--- src/verilog/core_uarch_pkg.sv ---
package core_uarch_pkg;

	typedef logic [31:0] word;
	typedef logic [3:0] reg_num;

	// the top nibble of every instruction, EQ is 0 and NV is 15.
	typedef logic [3:0] cond_code;

	typedef enum logic [3:0] {
		ALU_AND,
		ALU_EOR,
		ALU_SUB,
		ALU_RSB,
		ALU_ADD,
		ALU_ADC,
		ALU_SBC,
		ALU_RSC,
		ALU_TST, // first of the four compares.
		ALU_TEQ,
		ALU_CMP,
		ALU_CMN,
		ALU_ORR,
		ALU_MOV,
		ALU_BIC,
		ALU_MVN
	} alu_op;

	typedef enum logic [1:0] {
		SHIFT_LSL,
		SHIFT_LSR,
		SHIFT_ASR,
		SHIFT_ROR
	} shift_op;

	// one group per sub-decoder, undefined catches everything else.
	typedef enum logic [2:0] {
		GROUP_DATA,
		GROUP_BRANCH,
		GROUP_LDST,
		GROUP_MUL,
		GROUP_SWI,
		GROUP_UNDEF
	} insn_group;

	localparam cond_code cond_al = 4'b1110;
	localparam cond_code cond_nv = 4'b1111;

	localparam reg_num reg_pc = 4'd15;

	// bits 7..4 of a multiply, which sits inside the data processing space.
	localparam logic [3:0] mul_tag = 4'b1001;

endpackage
--- src/verilog/core_decode_stage.sv ---
module core_decode_stage
(
	input  logic                      clk,
	input  logic                      rst_n,

	input  core_uarch_pkg::word       insn,
	input  logic                      insn_valid,
	input  logic                      stall,
	output logic                      insn_ready,

	output logic                      dec_valid,
	output core_uarch_pkg::insn_group group,
	output core_uarch_pkg::cond_code  cond,
	output logic                      undefined,
	output logic                      conditional,
	output core_uarch_pkg::alu_op     alu,
	output core_uarch_pkg::reg_num    rd, rn, rm, rs,
	output logic                      is_imm,
	output core_uarch_pkg::word       imm_value,
	output core_uarch_pkg::shift_op   shift,
	output logic [4:0]                shift_imm,
	output logic                      shift_by_reg,
	output logic                      writeback,
	output logic                      update_flags,
	output core_uarch_pkg::word       branch_offset,
	output logic                      link,
	output logic                      ldst_load, ldst_byte, ldst_up, ldst_pre, ldst_base_wb,
	output logic                      mul_accumulate
);

	import core_uarch_pkg::*;

	logic slot_valid;
	word slot_insn;

	insn_group d_group;
	cond_code d_cond;
	alu_op d_alu;
	reg_num d_rd, d_rn, d_rm, d_rs;
	word d_imm_value, d_branch_offset;
	shift_op d_shift;
	logic [4:0] d_shift_imm;
	logic d_undefined, d_conditional, d_is_imm, d_shift_by_reg, d_writeback, d_update_flags;
	logic d_link, d_ldst_load, d_ldst_byte, d_ldst_up, d_ldst_pre, d_ldst_base_wb;
	logic d_mul_accumulate;

	// both registers move together, so a stall freezes the whole stage.
	assign insn_ready = !stall;

	core_decode decoder
	(
		.insn(slot_insn),
		.group(d_group),
		.cond(d_cond),
		.undefined(d_undefined),
		.conditional(d_conditional),
		.alu(d_alu),
		.rd(d_rd),
		.rn(d_rn),
		.rm(d_rm),
		.rs(d_rs),
		.is_imm(d_is_imm),
		.imm_value(d_imm_value),
		.shift(d_shift),
		.shift_imm(d_shift_imm),
		.shift_by_reg(d_shift_by_reg),
		.writeback(d_writeback),
		.update_flags(d_update_flags),
		.branch_offset(d_branch_offset),
		.link(d_link),
		.ldst_load(d_ldst_load),
		.ldst_byte(d_ldst_byte),
		.ldst_up(d_ldst_up),
		.ldst_pre(d_ldst_pre),
		.ldst_base_wb(d_ldst_base_wb),
		.mul_accumulate(d_mul_accumulate)
	);

	always_ff @(posedge clk or negedge rst_n) begin
		if (!rst_n) begin
			slot_valid <= 1'b0;
			dec_valid <= 1'b0;
		end else if (!stall) begin
			slot_valid <= insn_valid; // a cycle without insn_valid becomes a bubble.
			dec_valid <= slot_valid;
		end
	end

	always_ff @(posedge clk) begin
		if (!stall) begin
			slot_insn <= insn;
			group <= d_group;
			cond <= d_cond;
			undefined <= d_undefined;
			conditional <= d_conditional;
			alu <= d_alu;
			rd <= d_rd;
			rn <= d_rn;
			rm <= d_rm;
			rs <= d_rs;
			is_imm <= d_is_imm;
			imm_value <= d_imm_value;
			shift <= d_shift;
			shift_imm <= d_shift_imm;
			shift_by_reg <= d_shift_by_reg;
			writeback <= d_writeback;
			update_flags <= d_update_flags;
			branch_offset <= d_branch_offset;
			link <= d_link;
			ldst_load <= d_ldst_load;
			ldst_byte <= d_ldst_byte;
			ldst_up <= d_ldst_up;
			ldst_pre <= d_ldst_pre;
			ldst_base_wb <= d_ldst_base_wb;
			mul_accumulate <= d_mul_accumulate;
		end
	end

endmodule

--- src/verilog/core_decode.sv ---
module core_decode
(
	input  core_uarch_pkg::word       insn,

	output core_uarch_pkg::insn_group group,
	output core_uarch_pkg::cond_code  cond,
	output logic                      undefined,
	output logic                      conditional,
	output core_uarch_pkg::alu_op     alu,
	output core_uarch_pkg::reg_num    rd, rn, rm, rs,
	output logic                      is_imm,
	output core_uarch_pkg::word       imm_value,
	output core_uarch_pkg::shift_op   shift,
	output logic [4:0]                shift_imm,
	output logic                      shift_by_reg,
	output logic                      writeback,
	output logic                      update_flags,
	output core_uarch_pkg::word       branch_offset,
	output logic                      link,
	output logic                      ldst_load, ldst_byte, ldst_up, ldst_pre, ldst_base_wb,
	output logic                      mul_accumulate
);

	import core_uarch_pkg::*;

	logic mux_undefined;

	core_decode_mux mux
	(
		.undefined(mux_undefined),
		.*
	);

	logic snd_is_imm, snd_shift_by_reg, snd_undefined;
	word snd_imm;
	shift_op snd_shift;
	logic [4:0] snd_shift_imm;
	reg_num snd_rm, snd_rs;

	core_decode_snd snd_operand
	(
		.insn(insn),
		.is_imm(snd_is_imm),
		.imm_value(snd_imm),
		.shift(snd_shift),
		.shift_imm(snd_shift_imm),
		.shift_by_reg(snd_shift_by_reg),
		.rm(snd_rm),
		.rs(snd_rs),
		.snd_undefined(snd_undefined)
	);

	alu_op data_alu;
	reg_num data_rd, data_rn;
	logic data_writeback, data_update_flags;

	core_decode_data group_data
	(
		.insn(insn),
		.alu(data_alu),
		.rd(data_rd),
		.rn(data_rn),
		.writeback(data_writeback),
		.update_flags(data_update_flags)
	);

	reg_num single_rd, single_rn;
	logic single_load, single_byte, single_up, single_pre, single_base_wb, single_is_imm;
	word single_imm;

	core_decode_ldst_single group_ldst_single
	(
		.insn(insn),
		.rd(single_rd),
		.rn(single_rn),
		.load(single_load),
		.byte_access(single_byte),
		.up(single_up),
		.pre(single_pre),
		.base_wb(single_base_wb),
		.ldst_is_imm(single_is_imm),
		.ldst_imm(single_imm)
	);

	reg_num mul_rd, mul_rn, mul_rs, mul_rm;
	logic mul_acc, mul_update_flags, mul_undefined_regs;

	core_decode_mul group_mul
	(
		.insn(insn),
		.rd(mul_rd),
		.rn(mul_rn),
		.rs(mul_rs),
		.rm(mul_rm),
		.accumulate(mul_acc),
		.update_flags(mul_update_flags),
		.undefined_regs(mul_undefined_regs)
	);

	assign undefined = mux_undefined
	                || (group == GROUP_DATA && snd_undefined)
	                || (group == GROUP_MUL && mul_undefined_regs);

	// word offset, so the 24 bit field is shifted by two before use.
	assign branch_offset = group == GROUP_BRANCH ? {{6{insn[23]}}, insn[23:0], 2'b00} : '0;
	assign link = group == GROUP_BRANCH && insn[24];

	assign ldst_load = group == GROUP_LDST && single_load;
	assign ldst_byte = group == GROUP_LDST && single_byte;
	assign ldst_up = group == GROUP_LDST && single_up;
	assign ldst_pre = group == GROUP_LDST && single_pre;
	assign ldst_base_wb = group == GROUP_LDST && single_base_wb;

	assign mul_accumulate = group == GROUP_MUL && mul_acc;

	always_comb begin
		alu = ALU_AND;
		rd = '0;
		rn = '0;
		rm = '0;
		rs = '0;
		is_imm = 1'b0;
		imm_value = '0;
		shift = SHIFT_LSL;
		shift_imm = '0;
		shift_by_reg = 1'b0;
		writeback = 1'b0;
		update_flags = 1'b0;

		case (group)
			GROUP_DATA: begin
				alu = data_alu;
				rd = data_rd;
				rn = data_rn;
				writeback = data_writeback;
				update_flags = data_update_flags;
				is_imm = snd_is_imm;
				if (snd_is_imm) begin
					imm_value = snd_imm;
				end else begin
					rm = snd_rm;
					rs = snd_rs;
					shift = snd_shift;
					shift_imm = snd_shift_imm;
					shift_by_reg = snd_shift_by_reg;
				end
			end
			GROUP_LDST: begin
				rd = single_rd;
				rn = single_rn;
				writeback = single_load; // only loads write rd.
				is_imm = single_is_imm;
				if (single_is_imm) begin
					imm_value = single_imm;
				end else begin
					// the register offset reuses the shifter fields.
					rm = snd_rm;
					shift = snd_shift;
					shift_imm = snd_shift_imm;
				end
			end
			GROUP_MUL: begin
				rd = mul_rd;
				rn = mul_rn;
				rm = mul_rm;
				rs = mul_rs;
				writeback = 1'b1;
				update_flags = mul_update_flags;
			end
			default: begin
			end
		endcase
	end

endmodule

--- src/verilog/core_decode_mul.sv ---
module core_decode_mul
(
	input  core_uarch_pkg::word    insn,

	output core_uarch_pkg::reg_num rd,
	output core_uarch_pkg::reg_num rn,
	output core_uarch_pkg::reg_num rs,
	output core_uarch_pkg::reg_num rm,
	output logic                   accumulate,
	output logic                   update_flags,
	output logic                   undefined_regs
);

	import core_uarch_pkg::*;

	assign accumulate = insn[21];
	assign update_flags = insn[20];

	// the destination field sits where data processing keeps rn.
	assign rd = insn[19:16];
	assign rn = accumulate ? insn[15:12] : 4'd0;
	assign rs = insn[11:8];
	assign rm = insn[3:0];

	assign undefined_regs = rd == reg_pc || rs == reg_pc || rm == reg_pc
	                     || (accumulate && rn == reg_pc);

endmodule

--- src/verilog/core_decode_ldst_single.sv ---
module core_decode_ldst_single
(
	input  core_uarch_pkg::word    insn,

	output core_uarch_pkg::reg_num rd,
	output core_uarch_pkg::reg_num rn,
	output logic                   load,
	output logic                   byte_access,
	output logic                   up,
	output logic                   pre,
	output logic                   base_wb,
	output logic                   ldst_is_imm,
	output core_uarch_pkg::word    ldst_imm
);

	import core_uarch_pkg::*;

	assign pre = insn[24];
	assign up = insn[23];
	assign byte_access = insn[22];
	assign load = insn[20];

	assign rn = insn[19:16];
	assign rd = insn[15:12];

	assign base_wb = !pre || insn[21]; // post-indexed forms always update the base.

	// the I bit is inverted here compared to data processing.
	assign ldst_is_imm = !insn[25];
	assign ldst_imm = word'(insn[11:0]);

endmodule

--- src/verilog/core_decode_data.sv ---
module core_decode_data
(
	input  core_uarch_pkg::word    insn,

	output core_uarch_pkg::alu_op  alu,
	output core_uarch_pkg::reg_num rd,
	output core_uarch_pkg::reg_num rn,
	output logic                   writeback,
	output logic                   update_flags
);

	import core_uarch_pkg::*;

	logic compare;

	assign alu = alu_op'(insn[24:21]);
	assign rn = insn[19:16];
	assign rd = insn[15:12];

	// compares only set flags and never write rd.
	assign compare = alu inside {ALU_TST, ALU_TEQ, ALU_CMP, ALU_CMN};

	assign writeback = !compare;
	assign update_flags = insn[20] || compare;

endmodule

--- src/verilog/core_decode_snd.sv ---
module core_decode_snd
(
	input  core_uarch_pkg::word     insn,

	output logic                    is_imm,
	output core_uarch_pkg::word     imm_value,
	output core_uarch_pkg::shift_op shift,
	output logic [4:0]              shift_imm,
	output logic                    shift_by_reg,
	output core_uarch_pkg::reg_num  rm,
	output core_uarch_pkg::reg_num  rs,
	output logic                    snd_undefined
);

	import core_uarch_pkg::*;

	word imm_base;
	logic [4:0] rot;
	logic [63:0] imm_pair;

	assign is_imm = insn[25];

	// an 8 bit value rotated right by twice the 4 bit field.
	assign imm_base = {24'b0, insn[7:0]};
	assign rot = {insn[11:8], 1'b0};
	assign imm_pair = {imm_base, imm_base} >> rot;
	assign imm_value = imm_pair[31:0];

	assign shift = shift_op'(insn[6:5]);
	assign shift_by_reg = insn[4];
	assign rm = insn[3:0];
	assign shift_imm = shift_by_reg ? 5'd0 : insn[11:7];
	assign rs = shift_by_reg ? insn[11:8] : 4'd0;

	assign snd_undefined = !is_imm && shift_by_reg && (rm == reg_pc || rs == reg_pc);

endmodule

--- src/verilog/core_decode_mux.sv ---
module core_decode_mux
(
	input  core_uarch_pkg::word       insn,

	output core_uarch_pkg::insn_group group,
	output core_uarch_pkg::cond_code  cond,
	output logic                      undefined,
	output logic                      conditional
);

	import core_uarch_pkg::*;

	logic is_mul, ext_space, misc_space, media_space;

	assign cond = insn[31:28];
	assign conditional = cond != cond_al;

	assign is_mul = insn[27:22] == 6'b000000 && insn[7:4] == mul_tag;

	// halfword and swap live where a register shift would have bit 7 and bit 4 set.
	assign ext_space = !insn[25] && insn[7] && insn[4];

	// compares without the S bit encode PSR transfers and other extensions.
	assign misc_space = insn[24:23] == 2'b10 && !insn[20];

	// a register offset with bit 4 set is not a load or store.
	assign media_space = insn[25] && insn[4];

	always_comb begin
		if (is_mul)
			group = GROUP_MUL;
		else if (insn[27:26] == 2'b00 && !ext_space && !misc_space)
			group = GROUP_DATA;
		else if (insn[27:26] == 2'b01 && !media_space)
			group = GROUP_LDST;
		else if (insn[27:25] == 3'b101)
			group = GROUP_BRANCH;
		else if (insn[27:24] == 4'b1111)
			group = GROUP_SWI;
		else
			group = GROUP_UNDEF;

		if (cond == cond_nv)
			group = GROUP_UNDEF; // the never condition is not executed on this core.
	end

	assign undefined = group == GROUP_UNDEF;

endmodule

--- config.mk ---
export PLATFORM = sky130hd
export DESIGN_NAME = core_decode_stage
export DESIGN_NICKNAME = d
export VERILOG_FILES = /design/src/verilog/core_uarch_pkg.sv /design/src/verilog/core_decode_stage.sv /design/src/verilog/core_decode.sv /design/src/verilog/core_decode_mul.sv /design/src/verilog/core_decode_ldst_single.sv /design/src/verilog/core_decode_data.sv /design/src/verilog/core_decode_snd.sv /design/src/verilog/core_decode_mux.sv
export SDC_FILE = /design/constraint.sdc
export NUM_CORES = 1
export LEC_CHECK = 0
export ABC_AREA = 1
export BUFFER_PORTS_ARGS = -buffer_cell sky130_fd_sc_hd__buf_2
export CAP_MARGIN = 10
export CORE_MARGIN = 4
export CORE_UTILIZATION = 40
export DETAILED_ROUTE_END_ITERATION = 12
export PLACE_DENSITY = 0.71
export SLEW_MARGIN = 20
export SYNTH_ARGS = -nofsm -noshare
export SYNTH_HDL_FRONTEND = slang
export SYNTH_SLANG_ARGS = --single-unit
--- constraint.sdc ---
create_clock -name clk -period 2.9 [get_ports clk]
set_clock_uncertainty 0.15 [all_clocks]
set_input_delay 0.145 -clock clk [delete_from_list [all_inputs] [get_ports clk]]
set_output_delay 0.145 -clock clk [all_outputs]
set_load 0.01 [all_outputs]
==> results of run 1 <==
==> repair_timing <==
action	in CTS	in global routing
setup buffers	0	0
hold buffers	37	0
endpoints found under the hold margin	36	0
==> layout by cell type, fill, tap and decap left out, types with 17 or more instances in the layout <==
cell type	Yosys	layout
nor2_1	81	81
inv_1	36	35
buf_2	9	146
o21ai_0	20	20
clkbuf_16	0	17
nand3_1	50	50
edfxtp_1	135	135
o21ai_1	24	24
nand2_1	100	100
dlygate4sd3_1	0	37
==> stage by stage <==
| step | cells | hold WS (ns) |
|---|---|---|
| detailed placement | 837 | -0.2126 |
| CTS | 906 | 0.2583 |
| floorplan | 532 | -0.3006 |
| global placement | 837 | -0.2204 |
| global route | 906 | 0.2640 |
| finish | 906 | 0.2755 |
==> worst max-delay path by stage <==
stage	end	cells after the start
detailed placement	imm_value[11]$_DFFE_PN_	7
global placement	imm_value[11]$_DFFE_PN_	7
finish	imm_value[11]$_DFFE_PN_	7
global route	imm_value[11]$_DFFE_PN_	7
CTS	imm_value[11]$_DFFE_PN_	7
floorplan	alu[0]$_SDFFCE_PN0N_	1
==> routing by layer <==
layer  GRT usage [%]  vias up
met2           31.03      205
met3           4.912       18
met1           25.62     2202
li1                -     2176
met5               0        -
met4           6.357        0
==> kinds of logic after synthesis <==
family	Yosys count	synth area share (%)
and+or+nand+nor	256	18.92
buffers and inverters	77	6.272
other	1	0.06330
AOI/OAI and AO/OA	60	5.470
DFF	137	69.27
==> where the power goes <==
part | switching, W | leakage [nW] | internal [W]
Combinational | 0.000406 | 1.64 | 0.000208
Clock | 0.000835 | 0.285 | 0.00135
Sequential | 0.0000870 | 1.43 | 0.00233
Total | 0.00133 | 3.35 | 0.00389
==> cell type report <==
type	count	area (um^2)	area share, %
Timing Repair Buffer	193	1189	15.35
Clock inverter	15	175.2	2.263
Tap cell	184	230.2	2.974
Inverter	42	165.2	2.134
Sequential cell	137	4104	53.01
Multi-Input combinational cell	318	1453	18.77
Clock buffer	17	425.4	5.495
==> critical path: cells and delay by family (launching register included) <==
family / cells / cell delay [ns]
flops: 1 / 0.58
buf+inv: 1 / 0.05
compound gates: 1 / 0.48
simple gates: 5 / 1.00
==> results.toml, run 1 <==
[run_status]
status = "completed"

[worst_hold_path]
hold_class = "in2reg"
min-delay-start = "insn[26]"
min_to = "slot_insn[26]$_DFFE_PN_"
hold_depth = 2

[worst_setup_path]
end_kind = "register"
r2r-end = "imm_value[11]$_DFFE_PN_"
path_cells = "nand2_1 > inv_2 > nor2_2 > nor2_1 > nand2_2 > nand4_2 > o21ai_1"
cp_slowest_cell = "edfxtp_1"
critPathMaxStageDelay_ns = 0.58
start_kind = "register"
rr_worst_depth = 7
crit_type = "reg2reg"
path_max_fanout = 22
r2r_start = "slot_insn[4]$_DFFE_PN_"
cp.arrival_ns = 2.54
cp-startpoint = "slot_insn[4]$_DFFE_PN_"
ff2ff_setup_slack_ns = 0.41
cp_data_required_time_ns = 2.95

[routing]
viasPerCell = 5.078
totalWireLength_mm = 15.85
drcViolationCount = 0
met1_length_mm = 6.708
drt_iter0_markers = 482
final_antenna_net_count = 0
maxUsedRoutingLayer = "met4"
dr_wl_met2_mm = 7.710
wl_per_cell_um = 17.49
dr.pass1.iters = 5
dr_wl_met3_mm = 1.173
vias = 4601

[floorplanning]
row_count = 44
io_pins = 149
coreArea_um2 = 14530
initial_core_util_pct = 40.76
dieArea_um2 = 16820
die_w_um = 129.7
die_h_um = 129.7

[clock_network]
clockBufferDepth = 2
h-tree-depth = 4
cts.clk_slew.worst_paths_ns = 0.06
post_cts_resize_count = 0
clock_sinks = 137
cts_inserted_buffers = 17
root_buffer = "clkbuf_16"
cts_tree = "done"
clkLatencyLatePin_ns = 0.42

[layout]
fill_cells = 1317
diodes = 0
biggestRegsByFlops = "imm_value: 32 flops, slot_insn: 32 flops, branch_offset: 24 flops"
syn_to_final_growth_pct = 30.67
final_util_pct = 53.26
fin_nets = 745
design_area_um2 = 7741
drive_gt1_share_pct = 28.25

[grt]
grt_pass1_vias = 4469
grt_usage_pct = 19.24
grt_antenna_before_repair = 0
grt_start_max_net_pins = 90
overflow = 0
grt_pass1_wl_mm = 24.31

[logic_synthesis]
ys_types = 33
yosysWarnings = 0
yosysMostFrequentCell = "edfxtp_1"
synth.top_cell.area_share_pct = 68.43
yosys.area.top_type = "edfxtp_1"
synth_ff_type = "edfxtp_1"
netlist_top_cells_count = "edfxtp_1, nand2_1, nor2_1"
synth_edf_count = 135
yosys-top-cells-area = "edfxtp_1, nand2_1, nor2_1"
syn_inst = 531
synth_area_per_cell_um2 = 11.16
synth.ff_latch_count = 137
async_flop_share_pct = 1.460
synth_seq_area_share_pct = 69.27
synth_area_um2 = 5924

[job]
max_cap_viol_count = 0

[placed_design]
portBuffers = 146
dp_worst_setup_slack_ns = 0.4817
dpl_cell_area_um2 = 6770
place_hpwl_mm = 10.89
place.gp.congestion = 0.8651

[sta]
finalSetupTns_ns = 0
fin_crit_ns = 2.485
finalWorstSetupSlack_ns = 0.4149
post-route-period-util_pct = 85.69
worst_pin_slew_ns = 0.7060
slew_viol_final = 0
max_freq_mhz = 402.4
finalSetupViolCount = 0
rsz0062_at_grt = "no"
relSlewSlack_pct = 52.44
hold_viol_final = 0

[power]
fin_total_pwr_w = 0.005219
peakVddDrop_mv = 0.3061
leakagePower_nw = 3.352
p_per_area_nw_per_um2 = 674.2
No activity file was read; power rests on OpenSTA's default activity.
==> inputs of run 2 (changes only) <==
--- a/config.mk
+++ b/config.mk
@@ -10,8 +10,10 @@
 export CAP_MARGIN = 10
 export CORE_MARGIN = 4
 export CORE_UTILIZATION = 40
+export CTS_CLUSTER_DIAMETER = 50
 export DETAILED_ROUTE_END_ITERATION = 12
-export PLACE_DENSITY = 0.71
+export PLACE_DENSITY = 0.69
+export SETUP_SLACK_MARGIN = 0.5
 export SLEW_MARGIN = 20
 export SYNTH_ARGS = -nofsm -noshare
 export SYNTH_HDL_FRONTEND = slang
==> constraint.sdc (replaced) <==
create_clock -name clk -period 2.4 [get_ports clk]
set_clock_uncertainty 0.15 [all_clocks]
set_input_delay 0.12 -clock clk [delete_from_list [all_inputs] [get_ports clk]]
set_output_delay 0.12 -clock clk [all_outputs]
set_load 0.01 [all_outputs]
==> results.toml, run 2 (same netlist as run 1, synthesis figures left out) <==
[placed_design]
portBuffers = 146
dpl_cell_area_um2 = 6853
place_hpwl_mm = 10.72
place.gp.congestion = 0.9265

[run_status]
status = "completed"

[power]
p_sw_w = 0.001670
p_comb_share_pct = 15.4
sequentialPowerShare_pct = 44.0
p_per_area_nw_per_um2 = 786.8
swShare_pct = 25.36
leakagePower_nw = 3.586
fin_total_pwr_w = 0.006584
peakVddDrop_mv = 0.4505
intPower_w = 0.004914
p_clk_share_pct = 40.6

[sta]
hold_viol_final = 0
worst_pin_slew_ns = 0.5331
max_freq_mhz = 503.6
finalSetupViolCount = 0
fin_crit_ns = 1.986
relSlewSlack_pct = 64.46
slew_viol_final = 0
finalSetupTns_ns = 0
post-route-period-util_pct = 82.74
rsz0062_at_grt = "yes"

[layout]
drive_gt1_share_pct = 37.14
seqCellArea_um2 = 4104
diodes = 0
final_cell_mix = "buf_2, edfxtp_1, nand2_1, nor2_1, nand3_1"
fill_cells = 1219
final_util_pct = 57.58
fin_nets = 777
design_area_um2 = 8368
mostFrequentLayoutCell = "buf_2"
syn_to_final_growth_pct = 41.25
biggestRegsByFlops = "imm_value: 32 flops, slot_insn: 32 flops, branch_offset: 24 flops"
multi_input_area_um2 = 1748

[floorplanning]
coreArea_um2 = 14530
dieArea_um2 = 16820
initial_core_util_pct = 40.76
row_count = 44
io_pins = 149
die_w_um = 129.7
die_h_um = 129.7

[routing]
dr_wl_met3_mm = 1.525
met1_length_mm = 6.819
dr_wl_met2_mm = 7.870
drt_iter0_markers = 344
maxUsedRoutingLayer = "met4"
final_antenna_net_count = 0
dr.pass1.iters = 5
drcViolationCount = 0
vias = 4786
wl_per_cell_um = 17.92
viasPerCell = 5.102
totalWireLength_mm = 16.81

[clock_network]
root_buffer = "clkbuf_16"
h-tree-depth = 4
cts_inserted_buffers = 17
clockBufferDepth = 2
cts.clk_slew.worst_paths_ns = 0.05
cts_tree = "done"
clock_sinks = 137
clkLatencyLatePin_ns = 0.42

[worst_setup_path]
path_max_fanout = 7
cp.arrival_ns = 2.01
cp_data_required_time_ns = 2.42
end_kind = "register"
crit_type = "reg2reg"
start_kind = "register"

[grt]
overflow = 0
grt_usage_pct = 19.77
grt_start_max_net_pins = 95
grt_pass1_wl_mm = 25.07
grt_pass1_vias = 4645
grt_antenna_before_repair = 0

[job]
max_cap_viol_count = 0

[worst_hold_path]
hold_class = "in2reg"
==> run 2: cell count changes in the layout (fill, tap and decap cells not counted), sizes merged <==
| cell | previous run | this run |
|---|---|---|
| clkinvlp | 5 | 6 |
| inv | 41 | 38 |
| buf | 156 | 185 |
| clkinv | 8 | 9 |
| bufinv | 3 | 4 |
| clkbuf | 17 | 18 |
| nand4 | 10 | 12 |
==> run 2: critical path, cell delays in order (launching register included) <==
cell and delay [ns]:
edfxtp_1 0.48, inv_4 0.09, nand3_1 0.07, nand3b_1 0.18, nand3_2 0.17, nand2_4 0.13
nor2_4 0.05, buf_12 0.13, buf_8 0.14, nand2_2 0.08, o21ai_2 0.06
==> run 2: worst paths after layout <==
path,start,to,slack [ns],depth (start not counted)
worst max-delay path,slot_insn[25]$_DFFE_PN_,imm_value[6]$_DFFE_PN_,0.41,10
worst min register to register,slot_insn[31]$_DFFE_PN_,cond[3]$_DFFE_PN_,0.30,0
min in group asynchronous,rst_n,dec_valid$_DFFE_PN0N_,0.40,3
max in group asynchronous,rst_n,slot_valid$_DFFE_PN0N_,1.57,3
worst max register to register,slot_insn[25]$_DFFE_PN_,imm_value[6]$_DFFE_PN_,0.41,10
worst min-delay path,stall,conditional$_DFFE_PN_,0.06,2
==> run 2: final cells by class <==
| type | instances | share of cell area (%) |
|---|---|---|
| Tap cell | 184 | 2.751 |
| Clock buffer | 17 | 5.084 |
| Inverter | 42 | 2.093 |
| Timing Repair Buffer | 223 | 17.96 |
| Clock inverter | 15 | 2.183 |
| Multi-Input combinational cell | 320 | 20.89 |
| Sequential cell | 137 | 49.04 |
==> run 2: stage by stage <==
stage	cells	worst slack [ns]	hold slack, ns
2_1_floorplan	532	-0.2735	-0.3256
3_3_place_gp	848	0.1720	-0.2452
3_5_place_dp	848	0.1204	-0.2425
4_1_cts	931	0.4595	0.04641
5_1_grt	938	0.3458	0.09136
6_report	938	0.4142	0.06309
==> run 2: metal layers <==
| metal | vias up | track usage [%] |
|---|---|---|
| li1 | 2254 | - |
| met1 | 2215 | 26.10 |
| met2 | 272 | 30.79 |
| met3 | 45 | 5.117 |
| met4 | 0 | 9.169 |
| met5 | - | 0 |
==> run 2: power by group through the flow <==
stage          sequential, W  combinational, W  clock (W)
3_5_place_dp         0.00295          0.000729          0
6_report             0.00290           0.00101    0.00268
4_1_cts              0.00290          0.000888    0.00272
5_1_grt              0.00291           0.00109    0.00284
3_3_place_gp         0.00295          0.000722          0
2_1_floorplan        0.00299          0.000405          0
==> run 2: timing repair <==
action	in CTS	in global routing
pin swaps	8	7
cloned	1	3
resized for setup	33	64
buffers inserted	13	4
hold endpoints to repair	36	0
endpoints found under the setup margin	91	87
hold buffers	37	0
